[config.mk]
export PLATFORM = sky130hd
export DESIGN_NAME = pipe_ctrl_top
export DESIGN_NICKNAME = d
export VERILOG_FILES = /design/src/hw/pipe_pkg.sv /design/src/hw/exc_if.sv /design/src/hw/hazard_unit.sv /design/src/hw/exc_fsm.sv /design/src/hw/cp0_timer.sv /design/src/hw/pc_unit.sv /design/src/hw/pipe_ctrl_top.sv
export SDC_FILE = /design/constraint.sdc
export NUM_CORES = 1
export LEC_CHECK = 0
export BUFFER_PORTS_ARGS = -buffer_cell sky130_fd_sc_hd__buf_2
export CAP_MARGIN = 20
export CORE_MARGIN = 2
export CORE_UTILIZATION = 30
export CTS_BUF_LIST = sky130_fd_sc_hd__clkbuf_4
export CTS_CLUSTER_DIAMETER = 60
export CTS_CLUSTER_SIZE = 28
export DETAILED_ROUTE_END_ITERATION = 10
export HOLD_SLACK_MARGIN = 0.08
export PLACE_DENSITY = 0.53
export SETUP_SLACK_MARGIN = 0.1
export SYNTH_ARGS = -nofsm -noshare
export SYNTH_HDL_FRONTEND = slang
export SYNTH_SLANG_ARGS = --single-unit
export TNS_END_PERCENT = 100
[constraint.sdc]
create_clock -name clk -period 2.7 [get_ports clk]
set_input_delay 0.27 -clock clk [delete_from_list [all_inputs] [get_ports clk]]
set_output_delay 0.27 -clock clk [all_outputs]
set_load 0.005 [all_outputs]
[src/hw/pipe_pkg.sv]
`default_nettype none

package pipe_pkg;

	localparam int XLEN       = 32;
	localparam int REG_W      = 5;
	localparam int TIMER_W    = 16;
	localparam int PC_SRC_W   = 3;
	localparam int EXC_CODE_W = 5;

	// Boot and handler addresses
	localparam logic [XLEN-1:0] RESET_PC   = 32'hbfc0_0000;
	localparam logic [XLEN-1:0] EXC_VECTOR = 32'h8000_0180;

	// Next-PC sources
	localparam logic [PC_SRC_W-1:0] PC_SEQ    = 3'd0;
	localparam logic [PC_SRC_W-1:0] PC_JUMP   = 3'd1;
	localparam logic [PC_SRC_W-1:0] PC_JR     = 3'd2;
	localparam logic [PC_SRC_W-1:0] PC_BRANCH = 3'd3;
	localparam logic [PC_SRC_W-1:0] PC_VECTOR = 3'd4;
	localparam logic [PC_SRC_W-1:0] PC_ERET   = 3'd5;

	// Cause register codes, as in the MIPS ExcCode field
	localparam logic [EXC_CODE_W-1:0] EXC_INT = 5'd0;
	localparam logic [EXC_CODE_W-1:0] EXC_SYS = 5'd8;

	// Opcodes whose rt field is a source register
	localparam logic [5:0] OP_RTYPE = 6'h00;
	localparam logic [5:0] OP_BEQ   = 6'h04;
	localparam logic [5:0] OP_BNE   = 6'h05;
	localparam logic [5:0] OP_SW    = 6'h2b;

	// Exception level states
	localparam logic ST_RUN    = 1'b0;
	localparam logic ST_KERNEL = 1'b1;

	typedef struct packed {
		logic [5:0]       opcode;
		logic [REG_W-1:0] rs;
		logic [REG_W-1:0] rt;
		logic [REG_W-1:0] rd;
		logic [4:0]       shamt;
		logic [5:0]       funct;
	} r_instr_t;

	typedef struct packed {
		logic [5:0]       opcode;
		logic [REG_W-1:0] rs;
		logic [REG_W-1:0] rt;
		logic [15:0]      imm;
	} i_instr_t;

	typedef union packed {
		r_instr_t r;
		i_instr_t i;
	} instr_u;

endpackage

`default_nettype wire

[src/hw/exc_if.sv]
`timescale 1ns/1ps
`default_nettype none

interface exc_if import pipe_pkg::*; ();

	// Strobes from the hazard unit, never high together
	logic                  take;
	logic                  eret;
	logic [EXC_CODE_W-1:0] code;
	logic [XLEN-1:0]       epc_next;

	// State held by the exception FSM
	logic                  exl;
	logic [XLEN-1:0]       epc;

	modport ctrl (
		output take,
		output eret,
		output code,
		output epc_next,
		input  exl
	);

	modport state (
		input  take,
		input  eret,
		input  code,
		input  epc_next,
		output exl,
		output epc
	);

endinterface

`default_nettype wire

[src/hw/hazard_unit.sv]
`timescale 1ns/1ps
`default_nettype none

module hazard_unit import pipe_pkg::*; (
	input  instr_u                ifid_instr,
	input  logic [REG_W-1:0]      idex_rd,
	input  logic                  idex_mem_read,
	input  logic                  id_jump,
	input  logic                  id_jr,
	input  logic [XLEN-1:0]       predicted_idex_pc,
	input  logic [XLEN-1:0]       target_exmem_pc,
	input  logic                  exmem_syscall,
	input  logic                  exmem_eret,
	input  logic                  ext_intr,
	input  logic                  timer_irq,
	input  logic                  mem_stall,
	output logic [PC_SRC_W-1:0]   pc_src,
	output logic                  pc_stall,
	output logic                  ifid_stall,
	output logic                  idex_stall,
	output logic                  exmem_stall,
	output logic                  ifid_flush,
	output logic                  idex_flush,
	output logic                  exmem_flush,
	output logic                  bpu_write_en,
	exc_if.ctrl                   exc
);

	//////////////////////////////////////////////////
	// Event detection
	//////////////////////////////////////////////////

	logic             reads_rt;
	logic             load_use;
	logic             mispredict;
	logic             irq;
	logic             exc_req;
	logic             eret_req;
	logic             redirect;

	// Opcodes that use rt as a source register
	assign reads_rt = (ifid_instr.r.opcode == OP_RTYPE) || (ifid_instr.r.opcode == OP_SW) ||
		(ifid_instr.r.opcode == OP_BEQ) || (ifid_instr.r.opcode == OP_BNE);

	// rt sits in the same field in both formats
	assign load_use = idex_mem_read && (idex_rd != '0) &&
		((idex_rd == ifid_instr.r.rs) || (reads_rt && (idex_rd == ifid_instr.i.rt)));

	assign mispredict = (predicted_idex_pc != target_exmem_pc);
	assign irq        = ext_intr | timer_irq;

	// Exceptions only at user level, eret only in the handler
	assign exc_req  = ~exc.exl & (irq | exmem_syscall);
	assign eret_req = exc.exl & exmem_eret;

	// Anything that changes the fetch path beats a load-use stall
	assign redirect = id_jump | id_jr | mispredict | exc_req | eret_req;

	//////////////////////////////////////////////////
	// Priority resolution, lowest first
	//////////////////////////////////////////////////

	always_comb
	begin
		pc_src       = PC_SEQ;
		pc_stall     = 1'b0;
		ifid_stall   = 1'b0;
		idex_stall   = 1'b0;
		exmem_stall  = 1'b0;
		ifid_flush   = 1'b0;
		idex_flush   = 1'b0;
		exmem_flush  = 1'b0;
		bpu_write_en = 1'b0;
		exc.take     = 1'b0;
		exc.eret     = 1'b0;
		exc.code     = EXC_INT;
		exc.epc_next = '0;

		// Hold fetch and decode, bubble into EX
		if (load_use && !redirect)
		begin
			pc_stall   = 1'b1;
			ifid_stall = 1'b1;
			idex_flush = 1'b1;
		end

		if (id_jump)
		begin
			pc_src     = PC_JUMP;
			ifid_flush = 1'b1;
		end

		if (id_jr)
		begin
			pc_src     = PC_JR;
			ifid_flush = 1'b1;
		end

		// Wrong path already in IF, ID and EX
		if (mispredict)
		begin
			pc_src       = PC_BRANCH;
			ifid_flush   = 1'b1;
			idex_flush   = 1'b1;
			exmem_flush  = 1'b1;
			bpu_write_en = 1'b1;
		end

		if (exc_req)
		begin
			pc_src       = PC_VECTOR;
			ifid_flush   = 1'b1;
			idex_flush   = 1'b1;
			exmem_flush  = 1'b1;
			bpu_write_en = 1'b0;
			exc.take     = 1'b1;
			exc.code     = irq ? EXC_INT : EXC_SYS;
			// Interrupt resumes at the correct path, not the predicted one
			if (!irq || mispredict)
				exc.epc_next = target_exmem_pc;
			else
				exc.epc_next = predicted_idex_pc;
		end

		if (eret_req)
		begin
			pc_src       = PC_ERET;
			ifid_flush   = 1'b1;
			idex_flush   = 1'b1;
			exmem_flush  = 1'b1;
			bpu_write_en = 1'b0;
			exc.eret     = 1'b1;
		end

		// Memory back-pressure freezes everything
		if (mem_stall)
		begin
			pc_src       = PC_SEQ;
			pc_stall     = 1'b1;
			ifid_stall   = 1'b1;
			idex_stall   = 1'b1;
			exmem_stall  = 1'b1;
			ifid_flush   = 1'b0;
			idex_flush   = 1'b0;
			exmem_flush  = 1'b0;
			bpu_write_en = 1'b0;
			exc.take     = 1'b0;
			exc.eret     = 1'b0;
		end
	end

endmodule

`default_nettype wire

[src/hw/exc_fsm.sv]
`timescale 1ns/1ps
`default_nettype none

module exc_fsm import pipe_pkg::*; (
	input  logic                  clk,
	input  logic                  rst_n,
	output logic [EXC_CODE_W-1:0] cause,
	exc_if.state                  exc
);

	logic            state;
	logic [XLEN-1:0] epc_q;

	always_ff @(posedge clk or negedge rst_n)
	begin
		if (!rst_n)
		begin
			state <= ST_RUN;
			epc_q <= '0;
			cause <= '0;
		end
		else
		begin
			case (state)
				ST_RUN:
				begin
					// Record where to resume and why
					if (exc.take)
					begin
						state <= ST_KERNEL;
						epc_q <= exc.epc_next;
						cause <= exc.code;
					end
				end
				ST_KERNEL:
				begin
					// EPC and cause stay readable after return
					if (exc.eret)
						state <= ST_RUN;
				end
				default:
				begin
					state <= ST_RUN;
				end
			endcase
		end
	end

	assign exc.exl = (state == ST_KERNEL);
	assign exc.epc = epc_q;

endmodule

`default_nettype wire

[src/hw/cp0_timer.sv]
`timescale 1ns/1ps
`default_nettype none

module cp0_timer import pipe_pkg::*; (
	input  logic               clk,
	input  logic               rst_n,
	input  logic               cmp_we,
	input  logic [TIMER_W-1:0] cmp_wdata,
	output logic               timer_irq
);

	logic [TIMER_W-1:0] count;
	logic [TIMER_W-1:0] compare;

	// Count runs every cycle, wraps freely
	always_ff @(posedge clk or negedge rst_n)
	begin
		if (!rst_n)
			count <= '0;
		else
			count <= count + 1'b1;
	end

	always_ff @(posedge clk or negedge rst_n)
	begin
		if (!rst_n)
			compare <= '0;
		else if (cmp_we)
			compare <= cmp_wdata;
	end

	// Pending until software rewrites compare
	always_ff @(posedge clk or negedge rst_n)
	begin
		if (!rst_n)
			timer_irq <= 1'b0;
		else if (cmp_we)
			timer_irq <= 1'b0;
		else if (count == compare)
			timer_irq <= 1'b1;
	end

endmodule

`default_nettype wire

[src/hw/pc_unit.sv]
`timescale 1ns/1ps
`default_nettype none

module pc_unit import pipe_pkg::*; (
	input  logic                clk,
	input  logic                rst_n,
	input  logic [PC_SRC_W-1:0] pc_src,
	input  logic                pc_stall,
	input  logic [XLEN-1:0]     jump_target,
	input  logic [XLEN-1:0]     jr_target,
	input  logic [XLEN-1:0]     target_exmem_pc,
	input  logic [XLEN-1:0]     epc,
	output logic [XLEN-1:0]     pc
);

	logic [XLEN-1:0] pc_next;

	// Next-PC mux
	always_comb
	begin
		case (pc_src)
			PC_JUMP:   pc_next = jump_target;
			PC_JR:     pc_next = jr_target;
			PC_BRANCH: pc_next = target_exmem_pc;
			PC_VECTOR: pc_next = EXC_VECTOR;
			PC_ERET:   pc_next = epc;
			default:   pc_next = pc + 32'd4;
		endcase
	end

	always_ff @(posedge clk or negedge rst_n)
	begin
		if (!rst_n)
			pc <= RESET_PC;
		else if (!pc_stall)
			pc <= pc_next;
	end

endmodule

`default_nettype wire

[src/hw/pipe_ctrl_top.sv]
`timescale 1ns/1ps
`default_nettype none

module pipe_ctrl_top import pipe_pkg::*; (
	input  logic                  clk,
	input  logic                  rst_n,
	input  logic [31:0]           ifid_instr,
	input  logic [REG_W-1:0]      idex_rd,
	input  logic                  idex_mem_read,
	input  logic                  id_jump,
	input  logic                  id_jr,
	input  logic [XLEN-1:0]       jump_target,
	input  logic [XLEN-1:0]       jr_target,
	input  logic [XLEN-1:0]       predicted_idex_pc,
	input  logic [XLEN-1:0]       target_exmem_pc,
	input  logic                  exmem_syscall,
	input  logic                  exmem_eret,
	input  logic                  ext_intr,
	input  logic                  mem_stall,
	input  logic                  cmp_we,
	input  logic [TIMER_W-1:0]    cmp_wdata,
	output logic [XLEN-1:0]       pc,
	output logic                  pc_stall,
	output logic                  ifid_stall,
	output logic                  idex_stall,
	output logic                  exmem_stall,
	output logic                  ifid_flush,
	output logic                  idex_flush,
	output logic                  exmem_flush,
	output logic                  bpu_write_en,
	output logic                  exl,
	output logic [XLEN-1:0]       epc,
	output logic [EXC_CODE_W-1:0] cause,
	output logic                  timer_irq
);

	logic [PC_SRC_W-1:0] pc_src;

	exc_if exc_bus ();

	hazard_unit u_hazard_unit (
		.ifid_instr        (ifid_instr),
		.idex_rd           (idex_rd),
		.idex_mem_read     (idex_mem_read),
		.id_jump           (id_jump),
		.id_jr             (id_jr),
		.predicted_idex_pc (predicted_idex_pc),
		.target_exmem_pc   (target_exmem_pc),
		.exmem_syscall     (exmem_syscall),
		.exmem_eret        (exmem_eret),
		.ext_intr          (ext_intr),
		.timer_irq         (timer_irq),
		.mem_stall         (mem_stall),
		.pc_src            (pc_src),
		.pc_stall          (pc_stall),
		.ifid_stall        (ifid_stall),
		.idex_stall        (idex_stall),
		.exmem_stall       (exmem_stall),
		.ifid_flush        (ifid_flush),
		.idex_flush        (idex_flush),
		.exmem_flush       (exmem_flush),
		.bpu_write_en      (bpu_write_en),
		.exc               (exc_bus.ctrl)
	);

	exc_fsm u_exc_fsm (
		.clk   (clk),
		.rst_n (rst_n),
		.cause (cause),
		.exc   (exc_bus.state)
	);

	cp0_timer u_cp0_timer (
		.clk       (clk),
		.rst_n     (rst_n),
		.cmp_we    (cmp_we),
		.cmp_wdata (cmp_wdata),
		.timer_irq (timer_irq)
	);

	pc_unit u_pc_unit (
		.clk             (clk),
		.rst_n           (rst_n),
		.pc_src          (pc_src),
		.pc_stall        (pc_stall),
		.jump_target     (jump_target),
		.jr_target       (jr_target),
		.target_exmem_pc (target_exmem_pc),
		.epc             (exc_bus.epc),
		.pc              (pc)
	);

	// Exception state out to the core
	assign exl = exc_bus.exl;
	assign epc = exc_bus.epc;

endmodule

`default_nettype wire

==> metrics.cfg <==
[logic_synthesis]
seq_area_frac_synth_pct=39.7
synth_edf_count=0
yosysWarnings=0
synth_seq_cells=99
synth_simple_gate_area_share_pct=17.5
synth_area_sq_um=6270
syn_inst=649
dominantRegCellSynth=dfrtp_1
yosysUniqueCellTypes=69
yosys-top-cells-count=dfrtp_1, nand2_1, mux2_2
synthXorXnorAreaFrac_pct=10.3
synth_top_family_by_area=simple AND/OR/NAND/NOR gates
synth_compound_area_share_pct=17.5
muxShareOfSynthArea_pct=9.76
syn_avg_cell_area_sq_um=9.66
synth.most_common_cell=dfrtp_1
netlist_top_cells_area=dfrtp_1, mux2_2, xor2_1, xnor2_1, dfstp_2
synth_top_area_cell=dfrtp_1
async_reset_ff_share_pct=100
synth_fa_ha_area_share_pct=0.399
synthDominantCellAreaShare_pct=35.9

[timing]
tightest_slew_ns=0.640
slew-limit-headroom_pct=57.4
finalSetupViolations=0
fmax_ghz=0.372
timing.final.ws_setup_ns=0.0129
hold_ws_ns=0.120
post-route-min-period_ns=2.69
fin_skew_ns=0.0307
finalCritPeriodShare_pct=99.5
maxSlewViolCount=0
rsz0062_at_grt=yes
hold_viol=0
tns_ns=0

[pwr]
peakVddDrop_uv=274
p_leak_nw=4.33
power.density_nw_per_um2=568

[global_route]
grt_use_total_pct=23.2
grt_pass1_wl_um=38600
grt_overflow_total=0
grt_pass1_vias=6568
grt_max_degree=65
antenna_found_initial=6

[route]
route.detailed.drc=0
viasPerCell=5.12
vias=6659
ant_nets=0
drt-pass1-iter-count=7
wl_per_cell_um=19.9
wirelength_um=25900
first_iter_violations=470

[floorplan]
ioPinCount=270
die_x_um=149
fp-row-count=52
fp.dieH_um=149
fp.dieArea_sq_um=22100
start_util_pct=30.8
core_sq_um=20400

[min_path]
min_path_type=in -> reg
hold_end=u_pc_unit.pc[15]$_DFFE_PN0N_
min-delay-start=jr_target[15]
min_path_cells=3

[cells_and_area]
areaGrowthSynthToFinish_pct=47.0
drive_gt1_share_pct=43.2
multi_input_area_sq_um=3550
ff_latch_area_sq_um=2490
stdcell_area_sq_um=9210
nets=1212
fill_cells=2061
stdcell_count=1301

[worst_setup_path]
cp_top_family=simple AND/OR/NAND/NOR gates
rrSetupSlack_ns=0.14
path_cells=or4_4, and2_4, nor3_4, nand3_4, buf_6, nor2_4, a21o_1, buf_2
cp-start-kind=register
cp_max_fo=3
critPathRequiredTime_ns=2.43
worstSetupEndpointType=primary output
critPathKind=reg -> out
worst-path-buf-inv=2
r2r_start=u_cp0_timer.timer_irq$_DFFE_PN0P_
reg2reg_depth=9
crit_arrival_ns=2.42
slowest_delay_ns=0.53
rr_endpoint=u_pc_unit.pc[12]$_DFFE_PN0N_
crit_slowest_cell=or4_4

[clock_network]
cts-root-buf=clkbuf_4
clock_sinks=99
cts-htree-levels=3
clockBufferDepth=2
clkLatencyLatePin_ns=0.51
numCtsBuffers=9
cts_tree=built
clk_pin_slew_ns=0.19

[place]
dp.cells=1209
place.gp.congestion=0.899
place_hpwl_um=20100
placed_area_sq_um=8330
preCtsSetupSlack_ns=0.0200
io_buffers=249

[job]
drv_cap=0

[outcome]
outcome=finished, final reports clean

-- through the flow --
step	power, W	utilization (%)
final	0.00523	45.2
after global routing	0.00555	45.2
after CTS	0.00525	44.9
after detailed placement	0.00433	40.9
after global placement	0.00429	40.9
after floorplan	0.00319	-
-- metal layers --
metal	wire, um	share of wire [%]	vias to the layer above	global-route usage (%)
li1	-	-	3151	-
met1	11100	43	3201	30.9
met2	12300	47	274	38.1
met3	2080	8.0	31	5.46
met4	513	2.0	2	6.14
met5	7	0.027	-	0
-- layout by cell type (no fill, tap or decap), drive strengths merged, types with 5 or more instances in the layout --
cell         Yosys  final
nor2            30     30
and3            26     26
dfrtp           90     90
o21ai           25     25
nand3           18     18
clkbuf          12      9
nand4           21     21
buf             32    346
dfstp            9      9
or3              5      5
nor4            13     13
a31oi           10     10
mux2            49     49
or4              5      5
a311oi           5      5
nor3            13     13
nand2           57     57
inv             14     19
and2            10     10
a22oi           14     14
xnor2           30     30
diode            0      7
o211ai           6      6
dlygate4sd3      0     54
a221oi           5      5
a211oi           5      5
a222oi           5      5
a22o            11     11
mux2i            6      6
xor2            44     44
o22ai            5      5
a21oi           30     30
-- registers in the layout (all words and copies together), names as in the netlist --
signal	cells
u_cp0_timer.timer_irq	1
u_cp0_timer.compare	16
u_pc_unit.pc	32
u_cp0_timer.count	16
u_exc_fsm.exc.epc	32
u_exc_fsm.cause	1
u_exc_fsm.exc.exl	1
-- worst min-delay path: stages --
cell	delay, ns
buf_2	0.08
a22oi_1	0.08
a31oi_1	0.17
-- power by group --
group	switching (W)	leakage (nW)	internal (W)
sequential	0.000393	1.20	0.00193
combinational	0.000976	3.06	0.00111
clock	0.000611	0.0690	0.000214
-- timing repair --
action / in CTS / in global routing
setup endpoints to repair: 5 / 8
buffers inserted: 9 / 7
hold endpoints to repair: 86 / 0
gates resized for setup: 15 / 4
pin swaps: 4 / 2
hold buffers: 54 / 0
-- how the worst max path moves through the flow --
stage	end	slack [ns]	cells past startpoint	start
6_report	idex_flush	0.01	8	u_cp0_timer.timer_irq$_DFFE_PN0P_
5_1_grt	idex_flush	-0.10	8	u_cp0_timer.timer_irq$_DFFE_PN0P_
3_3_place_gp	u_pc_unit.pc[9]$_DFFE_PN0N_	-0.01	10	target_exmem_pc[15]
2_1_floorplan	pc_stall	0.38	9	u_exc_fsm.exc.exl$_DFF_PN0_
4_1_cts	idex_flush	-0.04	8	u_cp0_timer.timer_irq$_DFFE_PN0P_
3_5_place_dp	u_pc_unit.pc[9]$_DFFE_PN0N_	0.02	10	target_exmem_pc[15]
-- cells by family after synthesis --
kind of cell | Yosys count
fa+ha+maj | 2
mux | 55
compound gates | 150
xor+xnor | 74
flops | 99
buf+inv | 58
other cells | 1
simple gates | 210
-- area by class of cell --
class,instances,area share (%)
Clock inverter,7,0.720
Antenna cell,7,0.190
Clock buffer,9,0.734
Sequential cell,99,27.0
Multi-Input combinational cell,495,38.6
Timing Repair Buffer,400,28.5
Tap cell,270,3.67
Inverter,14,0.598
Note: power is estimated with default switching activity, not from simulation.
